<file path="src/rtl/mul_pkg.sv">
/* booth wallace multiplier definitions */

`default_nettype none

package mul_pkg;

    // --------------------------------------------------
    // operand and product widths
    // --------------------------------------------------
    localparam int OPERAND_W = 53;
    localparam int PRODUCT_W = 2 * OPERAND_W;

    // radix-4 digits over the sign-extended 54-bit multiplier
    localparam int NUM_PP = OPERAND_W / 2 + 1;

    // selected partial product, holds -2m .. +2m
    localparam int PP_W = OPERAND_W + 2;

    // partial products plus the negate/correction row
    localparam int NUM_ROWS = NUM_PP + 1;

    // --------------------------------------------------
    // reduction tree shape
    // --------------------------------------------------
    localparam int LVL0_ROWS = 14;
    localparam int LVL1_ROWS = 8;
    localparam int LVL2_ROWS = 4;
    localparam int LVL3_ROWS = 2;

    // four tree levels plus the final adder
    localparam int PIPE_DEPTH = 5;

    // final adder, 4-bit groups inside 16-bit blocks
    localparam int CLA_BLOCKS = (PRODUCT_W + 15) / 16;
    localparam int CLA_GROUPS = 4 * CLA_BLOCKS;
    localparam int CLA_W = 16 * CLA_BLOCKS;

    typedef logic [OPERAND_W-1:0] operand_t;
    typedef logic [PRODUCT_W-1:0] product_t;

    // one carry-save row, bit k has weight 2^k
    typedef logic [PRODUCT_W-1:0] row_t;

endpackage

`default_nettype wire

</file>
<file path="src/rtl/csa_level.sv">
/* 4:2 compressor tree level */

`timescale 1ns/1ps
`default_nettype none

module csa_level #(
    parameter int IN_ROWS = 4,
    parameter int OUT_ROWS = 2
) (
    input logic clk,
    input logic reset,
    input logic run,
    input mul_pkg::row_t rows_in [IN_ROWS],
    output mul_pkg::row_t rows_out [OUT_ROWS]
);

    // combinational result of this level
    mul_pkg::row_t rows_next [OUT_ROWS];

    genvar gi;
    genvar pi;

    // --------------------------------------------------
    // compressor arrays
    // --------------------------------------------------
    // every group of four rows goes through one row of 4:2
    // cells, which gives one sum row and one carry row
    generate
        for (gi = 0; gi < IN_ROWS / 4; gi++)
        begin : g_cmp
            mul_pkg::row_t x1;
            mul_pkg::row_t x2;
            mul_pkg::row_t x3;
            mul_pkg::row_t x4;
            mul_pkg::row_t fa1_sum;
            mul_pkg::row_t hor;
            mul_pkg::row_t hor_in;
            mul_pkg::row_t fa2_carry;

            assign x1 = rows_in[4*gi];
            assign x2 = rows_in[4*gi+1];
            assign x3 = rows_in[4*gi+2];
            assign x4 = rows_in[4*gi+3];

            // first full adder of each column
            assign fa1_sum = x1 ^ x2 ^ x3;
            assign hor = (x1 & x2) | (x1 & x3) | (x2 & x3);

            // horizontal carry into the next column
            // it does not depend on the incoming one, so no ripple
            assign hor_in = {hor[mul_pkg::PRODUCT_W-2:0], 1'b0};

            // second full adder
            assign rows_next[2*gi] = fa1_sum ^ x4 ^ hor_in;
            assign fa2_carry = (fa1_sum & x4) | (fa1_sum & hor_in) | (x4 & hor_in);

            // carry row moves up one column, top bit is dropped
            assign rows_next[2*gi+1] = {fa2_carry[mul_pkg::PRODUCT_W-2:0], 1'b0};
        end

        // leftover rows skip this level
        for (pi = 0; pi < IN_ROWS % 4; pi++)
        begin : g_pass
            assign rows_next[2*(IN_ROWS/4) + pi] = rows_in[4*(IN_ROWS/4) + pi];
        end
    endgenerate

    // --------------------------------------------------
    // level register
    // --------------------------------------------------
    always_ff @(posedge clk)
    begin
        if (reset)
        begin
            rows_out <= '{default: '0};
        end
        else if (run)
        begin
            rows_out <= rows_next;
        end
    end

endmodule

`default_nettype wire

</file>
<file path="config.mk">
export PLATFORM = sky130hd
export DESIGN_NAME = csa_level
export DESIGN_NICKNAME = d
export VERILOG_FILES = /design/src/rtl/mul_pkg.sv /design/src/rtl/csa_level.sv
export SDC_FILE = /design/constraint.sdc
export NUM_CORES = 1
export LEC_CHECK = 0
export BUFFER_PORTS_ARGS = -buffer_cell sky130_fd_sc_hd__clkbuf_2
export CORE_AREA = 2 2 249 251
export CTS_CLUSTER_SIZE = 14
export DETAILED_ROUTE_END_ITERATION = 16
export DIE_AREA = 0 0 251 253
export MAX_ROUTING_LAYER = met4
export SYNTH_ARGS = -nofsm -noshare
export SYNTH_HDL_FRONTEND = slang
export SYNTH_SLANG_ARGS = --single-unit
</file>
<file path="constraint.sdc">
create_clock -name clk -period 1.6 [get_ports clk]
set_input_delay 0.08 -clock clk [delete_from_list [all_inputs] [get_ports clk]]
set_output_delay 0.08 -clock clk [all_outputs]
set_load 0.005 [all_outputs]
</file>
==> flow_metrics.py <==
metrics = {
    "worst_setup_path": {
        "cp.required_ps": 2020,
        "arrival_ps": 1970,
        "cp_max_fo": 1,
        "worst_path_largest_cell_delay_ps": 570,
        "critPathLaunchType": "input port",
        "cp_common_cell": "dlygate4sd3_1",
        "critical_path_class": "in -> reg",
        "crit_chain": "dlygate4sd3_1 -> clkbuf_2 -> fa_1 -> mux2i_1 -> dlygate4sd3_1 -> nor2_1",
        "rrSetupSlack_ps": 450,
        "crit_path_end_kind": "register",
        "slowest_stage": "dlygate4sd3_1",
    },
    "place": {
        "portBuffers": 637,
        "dpl.cell_count": 2319,
        "place_congestion": 0.934,
        "place_ws_ps": -115,
        "dpl.hpwl_mm": 33.8,
    },
    "logic_synthesis": {
        "synth-main-ff-cell": "dfxtp_1",
        "synth_top_area_share_pct": 35.7,
        "synth_top_family_by_area": "adder cells",
        "ys_seq_area_share_pct": 35.7,
        "synth-xor-area-share_pct": 0.264,
        "synth-simple-area-share_pct": 6.86,
        "syn_area_um2": 11800,
        "avgSynthCellArea_um2": 13.2,
        "yosysUniqueCellTypes": 18,
        "syn_nets": 1535,
        "yosys-top-cells-count": "dfxtp_1, mux2i_1, nor2_1",
        "synth_mux_area_share_pct": 17.8,
        "synth_warnings": 0,
        "postSynth.asyncResetShare_pct": 0,
        "ys_ff_latch": 211,
        "yosys.area.top_type": "dfxtp_1",
        "synth-edff-count": 0,
        "netlist_instances": 898,
        "post-synth-top-count-cell": "dfxtp_1",
        "synth_fa_ha_area_share_pct": 35.4,
        "synthTopCellsByArea": "dfxtp_1, fa_1, mux2i_1",
        "synth_compound_area_share_pct": 0.0740,
    },
    "cts": {
        "clkTransAtPathRegs_ps": 60,
        "cts_resized": 0,
        "insertion_delay_ps": 530,
        "postCtsHoldBufs": 108,
        "clockBufferDepth": 3,
        "htree_levels": 1,
        "post-cts-setup-buffers": 0,
        "cts.sinks": 211,
        "cts_tree": "done",
        "cts_buffers": 25,
        "clockRootBuffer": "clkbuf_16",
    },
    "floorplanning": {
        "coreArea_um2": 61000,
        "die_h_um": 253,
        "fp.dieArea_um2": 63500,
        "rows": 91,
        "die_w_um": 251,
        "start_util_pct": 19.4,
        "ios": 639,
    },
    "pwr": {
        "power.density_nw_per_um2": 923,
        "vdd_drop_max_v": 0.000610,
        "p_leak_nw": 8.75,
    },
    "routing": {
        "first_pass_iters": 4,
        "drt_iter0_drc": 316,
        "wl_mm": 40.5,
        "vias": 9561,
        "drc": 0,
        "vias_per_cell": 3.87,
        "wl_per_cell_um": 16.4,
        "ant_nets": 0,
    },
    "sta": {
        "finalWorstSetupSlack_ps": 47.8,
        "layout_min_cycle_time_ps": 1550,
        "hold_viol": 0,
        "fmax_mhz": 644,
        "drv_slew": 0,
        "grt_setup_unrepaired": "no",
        "skew_ps": 0,
        "fin_crit_sh_pct": 97.0,
        "whs_ps": 41.5,
        "finalSetupViolCount": 0,
    },
    "run_status": {
        "outcome": "finished clean",
    },
    "finish": {
        "regMostFlops": "rows_out",
        "largestRegisters": "rows_out: 211 flops",
        "nets": 2301,
        "syn_to_final_growth_pct": 51.2,
        "fin_cells": 2471,
        "insertedDiodeCount": 0,
        "largest_reg_flops": 211,
        "fillCellCount": 6281,
        "drive_above_1_share_pct": 42.8,
    },
    "global_routing": {
        "track_usage_pct": 12.8,
        "grt_max_degree": 68,
        "antenna_found_initial": 1,
        "grt_pass1_wl_mm": 60.9,
        "first_global_vias": 10900,
        "grt_overflow": 0,
    },
    "job": {
        "drv_cap": 0,
    },
    "hold_path": {
        "hp-class": "in -> reg",
    },
}
## layout by cell type (no fill, tap or decap)
| master | count |
|---|---|
| nand2b_1 | 2 |
| mux2i_1 | 210 |
| xor2_1 | 1 |
| buf_8 | 1 |
| fa_1 | 209 |
| ha_1 | 1 |
| dlygate4sd3_1 | 108 |
| dfxtp_1 | 211 |
| clkbuf_16 | 25 |
| bufinv_16 | 1 |
| o221ai_1 | 1 |
| clkbuf_1 | 5 |
| buf_12 | 9 |
| nand3_1 | 1 |
| clkinvlp_4 | 1 |
| conb_1 | 1 |
| buf_4 | 34 |
| xnor3_1 | 1 |
| clkbuf_8 | 8 |
| clkinv_2 | 4 |
| nor2b_1 | 1 |
| buf_6 | 1 |
| clkbuf_2 | 635 |
| nor2_1 | 210 |
## logic make-up after synthesis
logic type      Yosys count
xor+xnor                  2
compound gates            1
fa+ha+maj               210
other cells               1
buf+inv                  49
flops                   211
mux                     210
simple gates            214
## through the flow
step / TNS (ps) / area [um2] / power, mW / utilization, %
floorplan: 0 / 11800 / 8.44 / -
global placement: -343 / 16000 / 10.7 / 26.2
detailed placement: -312 / 16000 / 10.8 / 26.2
CTS: 0 / 17900 / 16.9 / 29.3
global route: 0 / 17900 / 17.6 / 29.3
finish: 0 / 17900 / 16.5 / 29.3
## critical path, delay by kind of cell
kind	cells	cell delay (ps)
buffers and inverters	3	1250
and+or+nand+nor	1	40
muxes	1	130
adders and majority gates	1	470
## path summary, 6_finish.rpt
path,from,endpoint,cells past startpoint
setup / recovery,rows_in[20],rows_out[126],6
hold / removal,rows_in[317],rows_out[211],4
setup reg to reg,rows_out[126],rows_out[126],3
hold reg to reg,rows_out[93],rows_out[93],2
## report_power, final
part | switching, mW | internal, mW | total, mW | leakage, nW
logic | 2.23 | 2.38 | 4.61 | 6.61
registers | 0.373 | 5.87 | 6.25 | 1.74
clock network | 2.28 | 3.38 | 5.66 | 0.401
total | 4.89 | 11.6 | 16.5 | 8.75
## routing by layer
metal / up-vias / GRT usage [%] / share of wire, %
met5: - / - / 0
met4: 0 / 4.46 / 3.6
met3: 71 / 3.10 / 7.4
met2: 414 / 22.4 / 51
met1: 4627 / 14.2 / 38
li1: 4449 / - / -
## area by class of cell
cell class | count | area [um2] | area share, %
Sequential cell | 211 | 4220 | 23.6
Clock inverter | 6 | 57.6 | 0.322
Clock buffer | 38 | 754 | 4.22
Multi-Input combinational cell | 638 | 7150 | 40.0
Tap cell | 790 | 988 | 5.52
Timing Repair Buffer | 788 | 4720 | 26.4
Note: power is estimated with default switching activity, not from simulation.
