$ cat src/rtl/mul_pkg.sv
/* booth wallace multiplier definitions */

`default_nettype none

package mul_pkg;

    // --------------------------------------------------
    // operand and product widths
    // --------------------------------------------------
    localparam int OPERAND_W = 53;
    localparam int PRODUCT_W = 2 * OPERAND_W;

    // radix-4 digits over the sign-extended 54-bit multiplier
    localparam int NUM_PP = OPERAND_W / 2 + 1;

    // selected partial product, holds -2m .. +2m
    localparam int PP_W = OPERAND_W + 2;

    // partial products plus the negate/correction row
    localparam int NUM_ROWS = NUM_PP + 1;

    // --------------------------------------------------
    // reduction tree shape
    // --------------------------------------------------
    localparam int LVL0_ROWS = 14;
    localparam int LVL1_ROWS = 8;
    localparam int LVL2_ROWS = 4;
    localparam int LVL3_ROWS = 2;

    // four tree levels plus the final adder
    localparam int PIPE_DEPTH = 5;

    // final adder, 4-bit groups inside 16-bit blocks
    localparam int CLA_BLOCKS = (PRODUCT_W + 15) / 16;
    localparam int CLA_GROUPS = 4 * CLA_BLOCKS;
    localparam int CLA_W = 16 * CLA_BLOCKS;

    typedef logic [OPERAND_W-1:0] operand_t;
    typedef logic [PRODUCT_W-1:0] product_t;

    // one carry-save row, bit k has weight 2^k
    typedef logic [PRODUCT_W-1:0] row_t;

endpackage

`default_nettype wire

$ cat src/rtl/final_cla_stage.sv
/* final carry-lookahead adder */

`timescale 1ns/1ps
`default_nettype none

module final_cla_stage (
    input logic clk,
    input logic reset,
    input logic run,
    input mul_pkg::row_t sum_row,
    input mul_pkg::row_t carry_row,
    output mul_pkg::product_t product
);

    // operands padded up to a whole number of 16-bit blocks
    logic [mul_pkg::CLA_W-1:0] op_a;
    logic [mul_pkg::CLA_W-1:0] op_b;
    logic [mul_pkg::CLA_W-1:0] gen;
    logic [mul_pkg::CLA_W-1:0] prop;
    logic [mul_pkg::CLA_W-1:0] carry;

    logic [mul_pkg::CLA_GROUPS-1:0] grp_g;
    logic [mul_pkg::CLA_GROUPS-1:0] grp_p;
    logic [mul_pkg::CLA_GROUPS-1:0] grp_c;

    logic [mul_pkg::CLA_BLOCKS-1:0] blk_g;
    logic [mul_pkg::CLA_BLOCKS-1:0] blk_p;
    logic [mul_pkg::CLA_BLOCKS-1:0] blk_c;

    mul_pkg::product_t sum_next;

    // carry into each of four positions
    function automatic logic [3:0] carry4(
        input logic [3:0] g,
        input logic [3:0] p,
        input logic cin
    );
        carry4[0] = cin;
        carry4[1] = g[0] | (p[0] & cin);
        carry4[2] = g[1] | (p[1] & g[0]) | (p[1] & p[0] & cin);
        carry4[3] = g[2] | (p[2] & g[1]) | (p[2] & p[1] & g[0]) |
                    (p[2] & p[1] & p[0] & cin);
    endfunction

    // generate term of four positions
    function automatic logic gen4(
        input logic [3:0] g,
        input logic [3:0] p
    );
        return g[3] | (p[3] & g[2]) | (p[3] & p[2] & g[1]) | (p[3] & p[2] & p[1] & g[0]);
    endfunction

    assign op_a = {{(mul_pkg::CLA_W - mul_pkg::PRODUCT_W){1'b0}}, sum_row};
    assign op_b = {{(mul_pkg::CLA_W - mul_pkg::PRODUCT_W){1'b0}}, carry_row};

    assign gen = op_a & op_b;
    assign prop = op_a ^ op_b;

    // --------------------------------------------------
    // two-level lookahead
    // --------------------------------------------------
    always_comb
    begin
        for (int k = 0; k < mul_pkg::CLA_GROUPS; k++)
        begin
            grp_g[k] = gen4(gen[4*k +: 4], prop[4*k +: 4]);
            grp_p[k] = &prop[4*k +: 4];
        end

        // groups of four form a block, blocks pass their carry on
        blk_c[0] = 1'b0;
        for (int j = 0; j < mul_pkg::CLA_BLOCKS; j++)
        begin
            blk_g[j] = gen4(grp_g[4*j +: 4], grp_p[4*j +: 4]);
            blk_p[j] = &grp_p[4*j +: 4];
            if (j + 1 < mul_pkg::CLA_BLOCKS)
            begin
                blk_c[j+1] = blk_g[j] | (blk_p[j] & blk_c[j]);
            end
            grp_c[4*j +: 4] = carry4(grp_g[4*j +: 4], grp_p[4*j +: 4], blk_c[j]);
        end

        for (int k = 0; k < mul_pkg::CLA_GROUPS; k++)
        begin
            carry[4*k +: 4] = carry4(gen[4*k +: 4], prop[4*k +: 4], grp_c[k]);
        end
    end

    // carry out of column 105 is not needed
    assign sum_next = prop[mul_pkg::PRODUCT_W-1:0] ^ carry[mul_pkg::PRODUCT_W-1:0];

    always_ff @(posedge clk)
    begin
        if (reset)
        begin
            product <= '0;
        end
        else if (run)
        begin
            product <= sum_next;
        end
    end

endmodule

`default_nettype wire

$ cat config.mk
export PLATFORM = sky130hd
export DESIGN_NAME = final_cla_stage
export DESIGN_NICKNAME = d
export VERILOG_FILES = /design/src/rtl/mul_pkg.sv /design/src/rtl/final_cla_stage.sv
export SDC_FILE = /design/constraint.sdc
export NUM_CORES = 1
export LEC_CHECK = 0
export BUFFER_PORTS_ARGS = -buffer_cell sky130_fd_sc_hd__buf_4
export CAP_MARGIN = 0
export CORE_MARGIN = 10
export CORE_UTILIZATION = 30
export DETAILED_ROUTE_END_ITERATION = 12
export PLACE_DENSITY = 0.62
export RECOVER_POWER = 50
export REMOVE_ABC_BUFFERS = 1
export SYNTH_ARGS = -nofsm -noshare
export SYNTH_HDL_FRONTEND = slang
export SYNTH_SLANG_ARGS = --single-unit
$ cat constraint.sdc
create_clock -name clk -period 8 [get_ports clk]
set_input_delay 0.4 -clock clk [delete_from_list [all_inputs] [get_ports clk]]
set_output_delay 0.4 -clock clk [all_outputs]
set_load 0.01 [all_outputs]
==> results.sh <==
export IMPL_place_ws_ns=3.70
export IMPL_cp_arrival_ns=4.24
export IMPL_p_leak_nw=4.95
export IMPL_slew_viol_final=0
export IMPL_grt_use_total_pct=16.6
export IMPL_worstPathRequired_ns=8.28
export IMPL_hold_class="in2reg"
export IMPL_start_util_pct=30.5
export IMPL_r2r_cells=2
export IMPL_powerDensity_nw_per_um2=158
export IMPL_grt_setup_unrepaired="no"
export IMPL_cts_setup_buffers=0
export IMPL_synth_mux_area_share_pct=5.22
export IMPL_cts_buffer_depth=2
export IMPL_insertion_delay_ns=0.35
export IMPL_grt_max_degree=58
export IMPL_min_path_cells=4
export IMPL_n_fill_cell=2817
export IMPL_routabilityCongestion=0.857
export IMPL_maxCapViolations=0
export IMPL_cp_start_kind="input port"
export IMPL_hold_violations=0
export IMPL_clk_pin_slew_worst_paths_ns=0.09
export IMPL_h_tree_depth=3
export IMPL_route_vias_total=8042
export IMPL_postSynth_asyncResetShare_pct=0
export IMPL_hp_start="carry_row[0]"
export IMPL_worst_slack_ns=4.04
export IMPL_grt_antenna_before_repair=3
export IMPL_timing_final_crit_share_pct=49.5
export IMPL_r2r_end="product[75]"
export IMPL_cts_buffers=9
export IMPL_synth_edff_count=0
export IMPL_wl_mm=29.8
export IMPL_grt_pass1_wl_mm=45.0
export IMPL_setup_viol=0
export IMPL_max_flop_register="product"
export IMPL_tns_ns=0
export IMPL_ctsRootBufferMaster="clkbuf_16"
export IMPL_end_kind="flop"
export IMPL_cp_slowest_cell="a221oi_1"
export IMPL_die_w_um=186
export IMPL_final_core_utilization_pct=40.3
export IMPL_port_buffer_count=320
export IMPL_dominantRegCellSynth="dfxtp_1"
export IMPL_ys_seq_area_share_pct=25.7
export IMPL_r2r_start="product[75]"
export IMPL_path_cells="buf_4, ha_1, a21oi_1, o21ai_0, a221oi_1, nand4b_1, a21oi_1, nor3_1, or3b_2, a21boi_2, inv_1, fa_1, xnor2_1, a211oi_1"
export IMPL_firstDrtPassIters=7
export IMPL_wire_per_inst_um=18.9
export IMPL_avgSynthCellArea_um2=8.89
export IMPL_post_cts_resized=0
export IMPL_synth_seq_cells=106
export IMPL_first_iter_violations=354
export IMPL_critPathMostFrequentCell="a21oi_1"
export IMPL_die_h_um=186
export IMPL_row_count=60
export IMPL_syn_inst=928
export IMPL_synthXorXnorAreaFrac_pct=6.37
export IMPL_first_global_vias=8207
export IMPL_clock_sinks=106
export IMPL_reg_top3="product: 106 flops"
export IMPL_cts_tree="done"
export IMPL_drive_gt1_share_pct=20.7
export IMPL_min_to="product[0]"
export IMPL_worstMarginPinSlew_ns=1.20
export IMPL_timing_fmax_mhz=253
export IMPL_critPathMaxStageDelay_ns=0.68
export IMPL_timing_reg2reg_setup_slack_ns=7.02
export IMPL_syn_area_um2=8250
export IMPL_worstPathMaxFanout=6
export IMPL_core_um2=27000
export IMPL_drc=0
export IMPL_path_class="in2reg"
export IMPL_yosys_warnings=0
export IMPL_irDropWorstVdd_uv=82.1
export IMPL_synth_compound_area_share_pct=21.3
export IMPL_synthDistinctLibCells=72
export IMPL_power_total_w=0.00172
export IMPL_finClkSkew_ns=0
export IMPL_dieArea_um2=34500
export IMPL_dp_hpwl_mm=24.0
export IMPL_synthAdderAreaFrac_pct=22.3
export IMPL_grt_overflow=0
export IMPL_finalCriticalPeriod_ns=3.96
export IMPL_nets=1576
export IMPL_synthSimpleGateAreaFrac_pct=16.7
export IMPL_status="finished, final reports clean"
export IMPL_maxSlewHeadroom_pct=20.0
export IMPL_cts_hold_buf=0
export IMPL_ioPinCount=321
export IMPL_hold_ws_ns=0.396
export IMPL_synth_top_family_by_area="adder cells"
export IMPL_syn2layout_area_growth_pct=32.1
export IMPL_viasPerCell=5.10
export IMPL_ant_nets=0
export IMPL_largest_reg_flops=106
## Yosys cell counts (4+ instances only)
| cell type | instances | share of area [%] |
|---|---|---|
| nor2b_1 | 4 | 0.30 |
| and4_1 | 4 | 0.42 |
| o31ai_1 | 4 | 0.36 |
| o21bai_1 | 5 | 0.46 |
| o21ai_1 | 8 | 0.49 |
| mux2i_1 | 43 | 5.2 |
| and3_1 | 10 | 0.76 |
| inv_1 | 20 | 0.91 |
| nor3_1 | 14 | 0.85 |
| nand3_1 | 19 | 1.2 |
| nand4_1 | 15 | 1.1 |
| a31oi_1 | 4 | 0.30 |
| a32o_1 | 5 | 0.61 |
| buf_1 | 7 | 0.32 |
| or3_1 | 6 | 0.46 |
| xor2_1 | 23 | 2.4 |
| a211o_1 | 5 | 0.53 |
| nand2b_1 | 9 | 0.68 |
| and2_1 | 5 | 0.38 |
| nor2_1 | 93 | 4.2 |
| a32oi_1 | 4 | 0.42 |
| a211oi_1 | 34 | 3.1 |
| a311oi_1 | 4 | 0.42 |
| nor3b_1 | 6 | 0.55 |
| dfxtp_1 | 106 | 26 |
| nand2_1 | 74 | 3.4 |
| a21oi_1 | 62 | 3.8 |
| o21a_1 | 5 | 0.46 |
| or4_1 | 6 | 0.55 |
| ha_1 | 104 | 16 |
| a21o_1 | 37 | 3.4 |
| xnor2_1 | 37 | 3.9 |
| clkbuf_1 | 24 | 1.1 |
| fa_1 | 27 | 6.6 |
| o21ai_0 | 46 | 2.8 |
## stage by stage
step | cell area, um^2 | instances
CTS | 11300 | 1576
global placement | 11000 | 1560
detailed placement | 11000 | 1560
floorplan | 8130 | 896
global route | 10900 | 1578
finish | 10900 | 1578
## worst max path at each step
stage               slack, ns   startpoint     endpoint
floorplan                4.46  sum_row[61]  product[93]
global placement         3.74  sum_row[73]  product[93]
detailed placement       3.70  sum_row[69]  product[93]
CTS                      4.06  sum_row[69]  product[93]
global route             3.81  sum_row[69]  product[93]
finish                   4.04  sum_row[69]  product[93]
## where the power goes
| group | total (W) | internal (W) | leakage, nW | switching [W] |
|---|---|---|---|---|
| Combinational | 0.000630 | 0.000288 | 3.92 | 0.000342 |
| Clock | 0.000469 | 0.000235 | 0.149 | 0.000234 |
| Sequential | 0.000620 | 0.000588 | 0.877 | 0.0000322 |
| Total | 0.00172 | 0.00111 | 4.95 | 0.000608 |
## final cells by class
class,count,area (um^2),share of cell area [%]
Inverter,20,75.1,0.689
Multi-Input combinational cell,770,5940,54.5
Antenna cell,2,5.00,0.0459
Clock inverter,5,42.5,0.391
Clock buffer,11,253,2.32
Tap cell,341,427,3.92
Timing Repair Buffer,323,2030,18.6
Sequential cell,106,2120,19.5
## routing by layer
metal | up-vias | global-route usage, % | share of wire, %
met1 | 3759 | 20.1 | 43
met5 | - | 0 | 0.023
li1 | 4030 | - | -
met4 | 2 | 5.29 | 2.0
met2 | 222 | 29.2 | 50
met3 | 29 | 2.91 | 5.6
## logic make-up (layout without fill, tap and decap cells)
group | after synthesis | in the layout
compound gates | 255 | 255
xor+xnor | 60 | 60
fa+ha+maj | 131 | 131
buf+inv | 52 | 359
flops | 106 | 106
mux | 43 | 43
other cells | 0 | 2
simple gates | 281 | 281
## cell usage in the layout (no fill, tap or decap), types with 9 or more instances in the layout
cell type  Yosys  layout
inv_1         20      20
nand4_1       15      15
fa_1          27      27
o21ai_0       46      46
clkbuf_1      24     106
and3_1        10      10
clkbuf_16      0       9
mux2i_1       43      43
buf_4          0     217
ha_1         104     104
xor2_1        23      23
nand2_1       74      74
xnor2_1       37      37
a21o_1        37      37
dfxtp_1      106     106
a21oi_1       62      62
nor3_1        14      14
a211oi_1      34      34
nor2_1        93      92
nand3_1       19      19
## worst max-delay path, delay by kind of cell
kind | cells | cell delay, ns
compound gates | 6 | 1.92
xor+xnor | 1 | 0.14
fa+ha+maj | 2 | 0.74
buf+inv | 2 | 0.18
simple gates | 3 | 0.85
Power figures use the tool's default switching activity.
